<file path="config.mk">
export PLATFORM = sky130hd
export DESIGN_NAME = line_adapter
export DESIGN_NICKNAME = d
export VERILOG_FILES = /design/src/hdl/line_adapter_pkg.sv /design/src/hdl/burst_if.sv /design/src/hdl/line_deserializer.sv /design/src/hdl/line_serializer.sv /design/src/hdl/burst_port_arbiter.sv /design/src/hdl/line_adapter.sv
export SDC_FILE = /design/constraint.sdc
export NUM_CORES = 1
export LEC_CHECK = 0
export ABC_AREA = 1
export BUFFER_PORTS_ARGS = -buffer_cell sky130_fd_sc_hd__buf_2
export CORE_AREA = 2 2 289 291
export CTS_BUF_LIST = sky130_fd_sc_hd__clkbuf_8
export DETAILED_ROUTE_END_ITERATION = 7
export DIE_AREA = 0 0 291 293
export GPL_TIMING_DRIVEN = 0
export PLACE_DENSITY = 0.6
export SLEW_MARGIN = 20
export SYNTH_ARGS = -nofsm -noshare
export SYNTH_HDL_FRONTEND = slang
export SYNTH_SLANG_ARGS = --single-unit
</file>
<file path="constraint.sdc">
create_clock -name clk -period 6.16 [get_ports clk]
set_clock_uncertainty 0.1 [all_clocks]
set_input_delay 0.616 -clock clk [delete_from_list [all_inputs] [get_ports clk]]
set_output_delay 0.616 -clock clk [all_outputs]
set_load 0.05 [all_outputs]
</file>
<file path="src/hdl/line_adapter_pkg.sv">
`default_nettype none

package line_adapter_pkg;

    // byte address shared by the cache side and the memory side
    typedef logic [31:0] addr_t;

    // which transfer currently owns the memory port
    typedef enum logic [1:0] {
        OP_IDLE  = 2'd0,
        OP_READ  = 2'd1,
        OP_WRITE = 2'd2
    } burst_op_t;

    parameter int DEFAULT_BEAT_WIDTH = 64; // bits per memory beat
    parameter int DEFAULT_BEATS      = 4;  // beats per cache line

endpackage

`default_nettype wire

</file>
<file path="src/hdl/burst_if.sv">
`timescale 1ns/1ps
`default_nettype none

interface burst_if import line_adapter_pkg::*; #(
    parameter int BEAT_WIDTH = DEFAULT_BEAT_WIDTH,
    parameter int BEATS      = DEFAULT_BEATS
);
    logic                        start;      // one-cycle kick from the arbiter
    addr_t                       line_addr;  // aligned line address
    logic                        beat_valid;
    logic [BEAT_WIDTH-1:0]       beat_data;
    addr_t                       beat_addr;
    logic                        beat_ready; // write beat accepted by memory
    logic                        done;       // one-cycle completion from the engine
    logic [BEATS*BEAT_WIDTH-1:0] line_data;  // read result, or line to write
    logic                        wr_valid;
    logic [BEAT_WIDTH-1:0]       wr_data;

    modport rd_port (
        output start, line_addr, beat_valid, beat_data, beat_addr,
        input  done, line_data
    );
    modport rd_engine (
        input  start, line_addr, beat_valid, beat_data, beat_addr,
        output done, line_data
    );

    modport wr_port (
        output start, line_data, beat_ready,
        input  done, wr_valid, wr_data
    );
    modport wr_engine (
        input  start, line_data, beat_ready,
        output done, wr_valid, wr_data
    );

endinterface

`default_nettype wire

</file>
<file path="src/hdl/line_deserializer.sv">
`timescale 1ns/1ps
`default_nettype none

module line_deserializer import line_adapter_pkg::*; #(
    parameter int BEAT_WIDTH = DEFAULT_BEAT_WIDTH,
    parameter int BEATS      = DEFAULT_BEATS
) (
    input logic        clk,
    input logic        rst,
    burst_if.rd_engine bus
);
    localparam int               CNT_W = (BEATS > 1) ? $clog2(BEATS) : 1;
    localparam logic [CNT_W-1:0] LAST  = CNT_W'(BEATS - 1);

    logic [CNT_W-1:0]            count;  // next slot to fill
    logic                        active;
    logic                        done_q;
    addr_t                       addr_q; // line the beats must belong to
    logic [BEATS*BEAT_WIDTH-1:0] acc;
    logic                        take;

    // stale beats from another line are simply dropped
    assign take = active && bus.beat_valid && (bus.beat_addr == addr_q);

    always_ff @(posedge clk) begin
        if (rst) begin
            active <= 1'b0;
            count  <= '0;
            done_q <= 1'b0;
        end else begin
            done_q <= 1'b0;
            if (bus.start) begin
                active <= 1'b1;
                count  <= '0;
            end else if (take) begin
                if (count == LAST) begin
                    active <= 1'b0;
                    count  <= '0;
                    done_q <= 1'b1; // line complete next cycle
                end else begin
                    count <= count + 1'b1;
                end
            end
        end
    end

    always_ff @(posedge clk) begin
        if (bus.start) begin
            addr_q <= bus.line_addr;
        end
        if (take) begin
            acc[count*BEAT_WIDTH +: BEAT_WIDTH] <= bus.beat_data; // lowest beat first
        end
    end

    assign bus.done      = done_q;
    assign bus.line_data = acc;

    // the arbiter only forwards beats while a read is in flight
    a_beat_inside_transfer: assert property (
        @(posedge clk) disable iff (rst)
        (bus.beat_valid && bus.beat_addr == addr_q) |-> active
    );

endmodule

`default_nettype wire

</file>
<file path="src/hdl/line_serializer.sv">
`timescale 1ns/1ps
`default_nettype none

module line_serializer import line_adapter_pkg::*; #(
    parameter int BEAT_WIDTH = DEFAULT_BEAT_WIDTH,
    parameter int BEATS      = DEFAULT_BEATS
) (
    input logic        clk,
    input logic        rst,
    burst_if.wr_engine bus
);
    localparam int               CNT_W = (BEATS > 1) ? $clog2(BEATS) : 1;
    localparam logic [CNT_W-1:0] LAST  = CNT_W'(BEATS - 1);

    logic [CNT_W-1:0]            idx;      // beat currently on offer
    logic                        valid_q;
    logic                        done_q;
    logic [BEATS*BEAT_WIDTH-1:0] line_q;   // snapshot of the line at start
    logic                        accept;

    assign accept = valid_q && bus.beat_ready;

    always_ff @(posedge clk) begin
        if (rst) begin
            idx     <= '0;
            valid_q <= 1'b0;
            done_q  <= 1'b0;
        end else begin
            done_q <= 1'b0;
            if (bus.start) begin
                idx     <= '0;
                valid_q <= 1'b1; // beat zero goes out next cycle
            end else if (accept) begin
                if (idx == LAST) begin
                    valid_q <= 1'b0;
                    idx     <= '0;
                    done_q  <= 1'b1;
                end else begin
                    idx <= idx + 1'b1;
                end
            end
        end
    end

    always_ff @(posedge clk) begin
        if (bus.start) begin
            line_q <= bus.line_data;
        end
    end

    assign bus.wr_valid = valid_q;
    assign bus.wr_data  = line_q[idx*BEAT_WIDTH +: BEAT_WIDTH];
    assign bus.done     = done_q;

    // a stalled beat must hold until memory takes it
    a_wdata_hold: assert property (
        @(posedge clk) disable iff (rst)
        (valid_q && !bus.beat_ready) |=> (valid_q && $stable(bus.wr_data))
    );

endmodule

`default_nettype wire

</file>
<file path="src/hdl/burst_port_arbiter.sv">
`timescale 1ns/1ps
`default_nettype none

module burst_port_arbiter import line_adapter_pkg::*; #(
    parameter int BEAT_WIDTH = DEFAULT_BEAT_WIDTH,
    parameter int BEATS      = DEFAULT_BEATS
) (
    input  logic                        clk,
    input  logic                        rst,

    input  addr_t                       dfp_addr,
    input  logic                        dfp_read,
    input  logic                        dfp_write,
    input  logic [BEATS*BEAT_WIDTH-1:0] dfp_wdata,
    output logic [BEATS*BEAT_WIDTH-1:0] dfp_rdata,
    output logic                        dfp_resp,

    output addr_t                       bmem_addr,
    output logic                        bmem_read,
    output logic                        bmem_write,
    output logic [BEAT_WIDTH-1:0]       bmem_wdata,
    input  logic                        bmem_ready,
    input  logic                        bmem_rvalid,
    input  addr_t                       bmem_raddr,
    input  logic [BEAT_WIDTH-1:0]       bmem_rdata,

    burst_if.rd_port                    rd,
    burst_if.wr_port                    wr
);
    localparam int OFFSET_W = $clog2(BEATS * BEAT_WIDTH / 8); // byte offset within a line

    burst_op_t owner;
    addr_t     line_addr_q;
    addr_t     aligned;
    logic      rd_start_q;
    logic      wr_start_q;

    assign aligned = (dfp_addr >> OFFSET_W) << OFFSET_W;

    always_ff @(posedge clk) begin
        if (rst) begin
            owner      <= OP_IDLE;
            rd_start_q <= 1'b0;
            wr_start_q <= 1'b0;
            bmem_read  <= 1'b0;
            dfp_resp   <= 1'b0;
            dfp_rdata  <= '0;
        end else begin
            rd_start_q <= 1'b0;
            wr_start_q <= 1'b0;
            dfp_resp   <= rd.done | wr.done;
            if (rd.done) begin
                dfp_rdata <= rd.line_data;
            end
            // read command goes out the cycle after start, held until accepted
            if (rd_start_q) begin
                bmem_read <= 1'b1;
            end else if (bmem_ready) begin
                bmem_read <= 1'b0;
            end
            case (owner)
                OP_IDLE: begin
                    if (!dfp_resp && dfp_read) begin // resp cycle is skipped
                        owner      <= OP_READ;
                        rd_start_q <= 1'b1;
                    end else if (!dfp_resp && dfp_write) begin
                        owner      <= OP_WRITE;
                        wr_start_q <= 1'b1;
                    end
                end
                default: begin
                    if (rd.done || wr.done) begin
                        owner <= OP_IDLE;
                    end
                end
            endcase
        end
    end

    always_ff @(posedge clk) begin
        if (owner == OP_IDLE) begin
            line_addr_q <= aligned;
        end
    end

    assign rd.start      = rd_start_q;
    assign rd.line_addr  = line_addr_q;
    assign rd.beat_valid = (owner == OP_READ) && bmem_rvalid;
    assign rd.beat_data  = bmem_rdata;
    assign rd.beat_addr  = bmem_raddr;

    assign wr.start      = wr_start_q;
    assign wr.line_data  = dfp_wdata; // cache holds it until dfp_resp
    assign wr.beat_ready = (owner == OP_WRITE) && bmem_ready;

    assign bmem_addr  = line_addr_q;
    assign bmem_write = (owner == OP_WRITE) && wr.wr_valid;
    assign bmem_wdata = wr.wr_data;

    a_one_request: assert property (@(posedge clk) disable iff (rst) !(dfp_read && dfp_write));
    a_one_done:    assert property (@(posedge clk) disable iff (rst) !(rd.done && wr.done));
    a_one_command: assert property (@(posedge clk) disable iff (rst) !(bmem_read && bmem_write));

endmodule

`default_nettype wire

</file>
<file path="src/hdl/line_adapter.sv">
`timescale 1ns/1ps
`default_nettype none

module line_adapter import line_adapter_pkg::*; #(
    parameter int BEAT_WIDTH = DEFAULT_BEAT_WIDTH,
    parameter int BEATS      = DEFAULT_BEATS
) (
    input  logic                        clk,
    input  logic                        rst,

    input  addr_t                       dfp_addr,
    input  logic                        dfp_read,
    input  logic                        dfp_write,
    input  logic [BEATS*BEAT_WIDTH-1:0] dfp_wdata,
    output logic [BEATS*BEAT_WIDTH-1:0] dfp_rdata,
    output logic                        dfp_resp,

    output addr_t                       bmem_addr,
    output logic                        bmem_read,
    output logic                        bmem_write,
    output logic [BEAT_WIDTH-1:0]       bmem_wdata,
    input  logic                        bmem_ready,
    input  logic                        bmem_rvalid,
    input  addr_t                       bmem_raddr,
    input  logic [BEAT_WIDTH-1:0]       bmem_rdata
);

    burst_if #(.BEAT_WIDTH(BEAT_WIDTH), .BEATS(BEATS)) rd_bus ();
    burst_if #(.BEAT_WIDTH(BEAT_WIDTH), .BEATS(BEATS)) wr_bus ();

    line_deserializer #(.BEAT_WIDTH(BEAT_WIDTH), .BEATS(BEATS)) u_deserializer (
        .clk (clk),
        .rst (rst),
        .bus (rd_bus)
    );

    line_serializer #(.BEAT_WIDTH(BEAT_WIDTH), .BEATS(BEATS)) u_serializer (
        .clk (clk),
        .rst (rst),
        .bus (wr_bus)
    );

    burst_port_arbiter #(.BEAT_WIDTH(BEAT_WIDTH), .BEATS(BEATS)) u_arbiter (
        .clk         (clk),
        .rst         (rst),
        .dfp_addr    (dfp_addr),
        .dfp_read    (dfp_read),
        .dfp_write   (dfp_write),
        .dfp_wdata   (dfp_wdata),
        .dfp_rdata   (dfp_rdata),
        .dfp_resp    (dfp_resp),
        .bmem_addr   (bmem_addr),
        .bmem_read   (bmem_read),
        .bmem_write  (bmem_write),
        .bmem_wdata  (bmem_wdata),
        .bmem_ready  (bmem_ready),
        .bmem_rvalid (bmem_rvalid),
        .bmem_raddr  (bmem_raddr),
        .bmem_rdata  (bmem_rdata),
        .rd          (rd_bus),
        .wr          (wr_bus)
    );

endmodule

`default_nettype wire

</file>
==> impl_metrics.toml, run 1 <==
[timing]
achievable-frequency_mhz = 266
hold-worst-slack_ns = 0.0867
finalHoldViolations = 0
min_period_over_period_pct = 61.1
layout_min_cycle_time_ns = 3.76
fin_setup_tns_ns = 0
unrepaired_setup_endpoints_after_global_routing = "false"
timing.final.setup_violations = 0
worstMarginPinSlew_ns = 1.08
slew_violations = 0
max-slew-margin-rel_pct = 27.8

[die]
fp.coreArea_um2 = 81800
fp.dieH_um = 293
width_of_the_chip_um = 291
floorplan.rows = 105
initial_utilization_pct = 37.0
full_die_area_um2 = 85300
ios = 745

[clock_network]
cts_tree = "built"
max-clock-path-buffers = 3
cts_buffers = 141
worst_skew_pair.late_latency_ns = 0.79
post_cts_resize_count = 0
clk_root_buffer_cell = "sky130_fd_sc_hd__clkbuf_8"
worst_setup_hold_path_clk_slew_ns = 0.06
clock_sinks = 836
cts_post_setup_buffers_inserted = 0
cts_htree_levels = 4

[critical_path]
critical_path.reg2reg.startpoint = "u_deserializer.count[0]$_SDFFE_PP0P_"
worst-setup-path-type = "register to primary output"
rr_worst_depth = 7
timing.critical_path.slowest_cell_delay_ns = 0.51
critical-path-slowest-cell = "sky130_fd_sc_hd__clkbuf_1"
cp_num_buf_inv = 3
crit_path_frequent_cell = "sky130_fd_sc_hd__buf_2"
startpoint_type = "register"
crit_chain = "buf_2 -> clkbuf_1 -> o21ai_0 -> o22ai_1 -> buf_2"
regToRegSetupSlack_ns = 2.56
nature_of_the_critical_path_endpoint = "primary output"
worst_ep_required_time_ns = 5.44
path_max_fanout = 10
worst_r2r_endpoint = "u_deserializer.bus.line_data[99]$_DFFE_PP_"
critical_path_arrival_ns = 3.05
critical_path.top_delay_family = "buffers and inverters"

[routing]
vias_per_cell = 4.91
first_iter_violations = 2138
drc = 0
antenna_violating_nets_post_route = 0
drt-total-wl_mm = 112
wire_per_inst_um = 22.2
detail_route.first_pass.iterations = 5
vias = 24900

[global_route]
grt_pass1_vias = 24700
grt_remaining_overflow = 0
antenna_found_initial = 15
total_global_routing_track_utilization_pct = 25.7
grt_first_pass_wirelength_mm = 160
grt_max_degree = 59

[logic_synthesis]
synth_area_um2 = 30300
synth_cell_type_count = 32
synth.ff_latch_count = 836
syn-instance-count = 2682
synth_area_per_cell_um2 = 11.3
share_of_synthesized_area_occupied_by_flip_flops_and_latches_pct = 73.9
yosys_warnings = 0

[job]
maxCapViolations = 0

[cells_and_area]
area_growth_pct = 36.9
layoutNonFillerInstCount = 5062
layout-drive-gt1-share_pct = 25.5
mostFrequentLayoutCells = "sky130_fd_sc_hd__nor2_1, sky130_fd_sc_hd__buf_2, sky130_fd_sc_hd__edfxtp_1"
fillers = 7316
design.final.nets = 4267
layout_commonest_cell = "sky130_fd_sc_hd__nor2_1"

[outcome]
run_status = "completed"

[placement]
place_hpwl_mm = 80.1
gp_routability_congestion = 0.879
portBuffers = 734
placedCellCount = 4507

[hold_path]
min_path_cells = 3
worst_hold_startpoint = "bmem_rdata[13]"
timing.hold.worst_endpoint = "u_deserializer.bus.line_data[13]$_DFFE_PP_"
hold_class = "primary input to register"

[pwr]
power.leakage_nw = 17.8
report.power.total_mw = 11.8
power.density_cell_area_nw_per_um2 = 284
irDropWorstVdd_mv = 0.219
==> cell type report <==
class	count	area (um^2)	share of cell area [%]
Sequential cell	836	22400	54.0
Antenna cell	10	25.0	0.0603
Timing Repair Buffer	1041	6980	16.8
Inverter	143	537	1.29
Tap cell	1070	1340	3.23
Clock inverter	101	663	1.60
Clock buffer	154	2120	5.11
Buffer	163	692	1.67
Multi-Input combinational cell	1544	6740	16.2
==> where the power goes <==
group	switching (mW)	internal (mW)
clock network	2.38	2.55
logic	0.424	0.291
registers	0.0567	6.08
==> worst register-to-register path, stage by stage, from the launching register on <==
cell and delay [ns]:
sky130_fd_sc_hd__dfxtp_1 0.38, sky130_fd_sc_hd__inv_2 0.22, sky130_fd_sc_hd__clkbuf_1 0.70, sky130_fd_sc_hd__ha_1 0.39, sky130_fd_sc_hd__inv_2 0.08, sky130_fd_sc_hd__clkbuf_1 0.54, sky130_fd_sc_hd__clkbuf_1 0.75, sky130_fd_sc_hd__nor3_1 0.17
==> routing by layer <==
metal | GRT usage, % | routed length, um
met5 | 0 | 25
met4 | 10.6 | 4370
met3 | 5.96 | 9130
met2 | 46.1 | 57000
met1 | 29.4 | 41700
==> cell usage after synthesis (all sizes together) <==
master / n / area [um^2]
nor2: 872 / 3280
edfxtp: 566 / 17000
o21ai: 387 / 1940
dfxtp: 270 / 5410
inv: 143 / 537
clkbuf: 105 / 395
nand2: 100 / 378
nor3: 74 / 375
o22ai: 64 / 400
buf: 58 / 297
nand4: 9 / 56.3
ha: 7 / 87.6
a21oi: 5 / 25.0
nand3: 5 / 25.0
or2: 4 / 25.0
xnor2: 4 / 35.0
a211oi: 2 / 15.0
a31o: 2 / 17.5
and2: 2 / 15.0
o2111ai: 2 / 17.5
conb: 1 / 3.75
==> flip-flops by register name (all words and copies together) (netlist names) <==
name and cells:
u_arbiter.bmem_addr 27, u_arbiter.bmem_read 1, u_arbiter.dfp_rdata 256, u_arbiter.dfp_resp 1, u_arbiter.owner 2, u_arbiter.rd.start 1, u_arbiter.wr.start 1, u_deserializer.active 1
u_deserializer.addr_q 27, u_deserializer.bus.done 1, u_deserializer.bus.line_data 256, u_deserializer.count 2, u_serializer.bus.done 1, u_serializer.bus.wr_valid 1, u_serializer.idx 2, u_serializer.line_q 256
==> through the flow <==
step / instance area, um^2 / utilization [%] / setup WS [ns]
global route: 41500 / 50.7 / 2.27
CTS: 41500 / 50.7 / 2.24
finish: 41500 / 50.7 / 2.40
floorplan: 30300 / - / 1.64
global placement: 35400 / 43.2 / -0.810
detailed placement: 35800 / 43.7 / 2.65
==> worst max-delay path by stage <==
stage | endpoint | from | cells after the start | slack [ns]
finish | bmem_wdata[20] | u_serializer.idx[0]$_SDFFE_PP0P_ | 5 | 2.40
global route | bmem_wdata[41] | u_serializer.idx[0]$_SDFFE_PP0P_ | 5 | 2.27
CTS | bmem_wdata[41] | u_serializer.idx[0]$_SDFFE_PP0P_ | 5 | 2.24
detailed placement | u_deserializer.bus.line_data[36]$_DFFE_PP_ | u_deserializer.count[0]$_SDFFE_PP0P_ | 7 | 2.65
global placement | u_deserializer.bus.line_data[234]$_DFFE_PP_ | bmem_raddr[15] | 8 | -0.81
floorplan | u_deserializer.bus.line_data[0]$_DFFE_PP_ | bmem_raddr[21] | 7 | 1.64
==> timing repair <==
| action | in CTS | in global routing |
|---|---|---|
| hold buffers | 290 | 0 |
| endpoints found under the setup margin | 0 | 0 |
| hold endpoints to repair | 289 | 0 |
==> cells by family (layout without fill, tap and decap cells) <==
kind of cell / after synthesis / count (layout) / share of synthesized area (%)
and+or+nand+nor: 1066 / 1066 / 13.7
DFF: 836 / 836 / 73.9
AOI/OAI and AO/OA: 462 / 462 / 7.96
buffers and inverters: 306 / 1602 / 4.05
adders and majority gates: 7 / 7 / 0.289
xor gates and xnor gates: 4 / 4 / 0.116
other: 1 / 15 / 0.0124
(Power assumes the default switching activity.)
==> inputs of run 2 (changes only) <==
--- a/config.mk
+++ b/config.mk
@@ -5,12 +5,12 @@
 export SDC_FILE = /design/constraint.sdc
 export NUM_CORES = 1
 export LEC_CHECK = 0
-export ABC_AREA = 1
+export ABC_AREA = 0
 export BUFFER_PORTS_ARGS = -buffer_cell sky130_fd_sc_hd__buf_2
-export CORE_AREA = 2 2 289 291
+export CORE_AREA = 2 2 288 290
 export CTS_BUF_LIST = sky130_fd_sc_hd__clkbuf_8
 export DETAILED_ROUTE_END_ITERATION = 7
-export DIE_AREA = 0 0 291 293
+export DIE_AREA = 0 0 290 292
 export GPL_TIMING_DRIVEN = 0
 export PLACE_DENSITY = 0.6
 export SLEW_MARGIN = 20
==> constraint.sdc (replaced) <==
create_clock -name clk -period 3.31 [get_ports clk]
set_clock_uncertainty 0.1 [all_clocks]
set_input_delay 0.331 -clock clk [delete_from_list [all_inputs] [get_ports clk]]
set_output_delay 0.331 -clock clk [all_outputs]
set_load 0.05 [all_outputs]
==> impl_metrics.toml, run 2 <==
[timing]
layout_min_cycle_time_ns = 3.18
hold-worst-slack_ns = 0.0781
min_period_over_period_pct = 96.1
fin_setup_tns_ns = 0
max-slew-margin-rel_pct = 27.4
achievable-frequency_mhz = 314
slew_violations = 0
finalHoldViolations = 0
worstMarginPinSlew_ns = 1.09
unrepaired_setup_endpoints_after_global_routing = "true"
layout_setup_ws_ns = 0.129
timing.final.setup_violations = 0

[clock_network]
cts_htree_levels = 4
clk_root_buffer_cell = "sky130_fd_sc_hd__clkbuf_8"
clock_sinks = 836
cts_buffers = 143
cts_post_setup_buffers_inserted = 0
worst_skew_pair.late_latency_ns = 0.83
worst_setup_hold_path_clk_slew_ns = 0.06
max-clock-path-buffers = 3
cts_tree = "built"

[placement]
gp_routability_congestion = 0.921
portBuffers = 734
dpl_cell_area_um2 = 35500
dpl_worst_slack_ns = -0.157
placedCellCount = 3687
place_hpwl_mm = 77.2

[cells_and_area]
mostFrequentLayoutCells = "sky130_fd_sc_hd__buf_2, sky130_fd_sc_hd__edfxtp_1, sky130_fd_sc_hd__dlygate4sd3_1"
layoutNonFillerInstCount = 4317
area_growth_pct = 38.7
layout_commonest_cell = "sky130_fd_sc_hd__buf_2"
design.final.nets = 3515
layout-drive-gt1-share_pct = 32.7
fin_area_um2 = 41900
fillers = 6921

[pwr]
power.density_cell_area_nw_per_um2 = 518
internal_power_mw = 16.5
share_comb_of_total_power_pct = 6.0
pwr-share-clk_pct = 41.4
netSwitchingFraction_pct = 24.0
pwr-share-seq_pct = 52.6
power.net_switching_mw = 5.21
irDropWorstVdd_mv = 0.363
power.leakage_nw = 15.9

[die]
fp.dieH_um = 292
initial_utilization_pct = 37.0
fp.coreArea_um2 = 81600
floorplan.rows = 105
width_of_the_chip_um = 290
ios = 745
full_die_area_um2 = 84700

[global_route]
grt_remaining_overflow = 0
grt_pass1_vias = 21800
grt_first_pass_wirelength_mm = 151
grt_max_degree = 64
antenna_found_initial = 16
total_global_routing_track_utilization_pct = 24.9

[critical_path]
worst_ep_required_time_ns = 3.87
worst-setup-path-type = "register to register"
path_max_fanout = 10
critical-path-slowest-cell = "sky130_fd_sc_hd__clkbuf_1"
critical_path_arrival_ns = 3.74
startpoint_type = "register"
crit_chain = "inv_2 -> ha_1 -> nor3b_4 -> clkbuf_1 -> and2_1"
timing.critical_path.slowest_cell_delay_ns = 0.82
regToRegSetupSlack_ns = 0.13
nature_of_the_critical_path_endpoint = "register"

[outcome]
run_status = "completed"

[routing]
vias_per_cell = 4.76
first_iter_violations = 1377
vias = 20500
wire_per_inst_um = 24.7
drt-total-wl_mm = 107
drc = 0
antenna_violating_nets_post_route = 0
detail_route.first_pass.iterations = 5

[logic_synthesis]
share_of_synthesized_area_occupied_by_flip_flops_and_latches_pct = 74.2
synth_cell_type_count = 39
synth_area_per_cell_um2 = 16.2
synth_most_common_cell = "sky130_fd_sc_hd__edfxtp_1"
yosysTopAreaCell = "sky130_fd_sc_hd__edfxtp_1"
synthTopCellsByArea = "sky130_fd_sc_hd__edfxtp_1, sky130_fd_sc_hd__dfxtp_1, sky130_fd_sc_hd__mux2i_1, sky130_fd_sc_hd__and2_1, sky130_fd_sc_hd__mux4_2"
share_of_the_synthesized_area_in_the_top_cell_type_pct = 56.3
synthFlopType = "sky130_fd_sc_hd__edfxtp_1"
postSynth.asyncResetShare_pct = 0
syn-instance-count = 1869
yosys_warnings = 0
synth_area_um2 = 30200
synth.ff_latch_count = 836
synth.top_cells.by_count = "sky130_fd_sc_hd__edfxtp_1, sky130_fd_sc_hd__dfxtp_1, sky130_fd_sc_hd__nor2_1"
synth_edf_count = 566

[hold_path]
hold_class = "primary input to register"

[job]
maxCapViolations = 0
[run 2: changes by cell type after synthesis, moves of 64 or more]
cell | previous run | this run
sky130_fd_sc_hd__o22ai_1 | 64 | 0
sky130_fd_sc_hd__nor2_1 | 870 | 264
sky130_fd_sc_hd__nor3_1 | 73 | 3
sky130_fd_sc_hd__mux2i_1 | 0 | 257
sky130_fd_sc_hd__mux4_2 | 0 | 64
sky130_fd_sc_hd__inv_1 | 132 | 3
sky130_fd_sc_hd__o21ai_0 | 349 | 2
sky130_fd_sc_hd__nand2_1 | 99 | 3
sky130_fd_sc_hd__and2_1 | 0 | 257
[run 2: path summary, 6_finish.rpt]
path	from	end	cells after the start
min reg2reg	u_arbiter.bmem_addr[22]$_DFFE_PP_	u_deserializer.addr_q[22]$_DFFE_PP_	0
min	bmem_raddr[3]	u_deserializer.count[0]$_SDFFE_PP0P_	6
max reg2reg	u_deserializer.count[0]$_SDFFE_PP0P_	u_deserializer.bus.line_data[163]$_DFFE_PP_	5
max	u_deserializer.count[0]$_SDFFE_PP0P_	u_deserializer.bus.line_data[163]$_DFFE_PP_	5
[run 2: kinds of logic after synthesis]
| kind of cell | Yosys count | synth area share [%] |
|---|---|---|
| AO/OA/AOI/OAI | 11 | 0.215 |
| XOR/XNOR | 27 | 0.783 |
| adder cells (fa/ha/maj) | 7 | 0.290 |
| buffers and inverters | 107 | 1.65 |
| flip-flops | 836 | 74.2 |
| multiplexers | 321 | 13.3 |
| other | 1 | 0.0124 |
| AND/OR/NAND/NOR | 559 | 9.58 |
[run 2: critical path: cells and delay by family (launching register included)]
family	cells	cell delay (ns)
buffers and inverters	2	0.99
adders and majority gates	1	0.48
DFF	1	0.57
and+or+nand+nor	2	0.90
[run 2: layer usage]
metal,share of wire (%),track usage (%)
met3,8.4,8.49
met2,50,42.6
met4,4.1,11.3
met1,38,28.1
met5,0.025,0
[run 2: area by class of cell]
class,count,area (um^2),area share [%]
antenna,12,30.0,0.0717
buffer,103,492,1.17
clock buffer,157,2160,5.16
clock inverter,105,591,1.41
inverter,4,15.0,0.0359
multi-input combinational,930,7370,17.6
sequential,836,22400,53.5
tap,1070,1340,3.20
timing repair buffer,1100,7480,17.9
[run 2: through the flow]
step                util [%]  power [mW]
floorplan                  -        12.1
global placement        43.2        12.5
detailed placement      43.5        12.6
CTS                     51.3        21.9
global route            51.3        22.5
finish                  51.3        21.7
[run 2: repair_timing]
item                                    4_1_cts  5_1_grt
gates resized for setup                       3        2
endpoints found under the hold margin       552        0
hold buffers                                356        0
endpoints found under the setup margin       21       13
[run 2: power by group through the flow]
stage               Combinational [mW]  Clock [mW]  Sequential [mW]
floorplan                        0.275           0             11.8
global placement                 0.860           0             11.7
detailed placement               0.937           0             11.6
CTS                               1.30        9.19             11.4
global route                      1.38        9.68             11.4
finish                            1.31        8.98             11.4
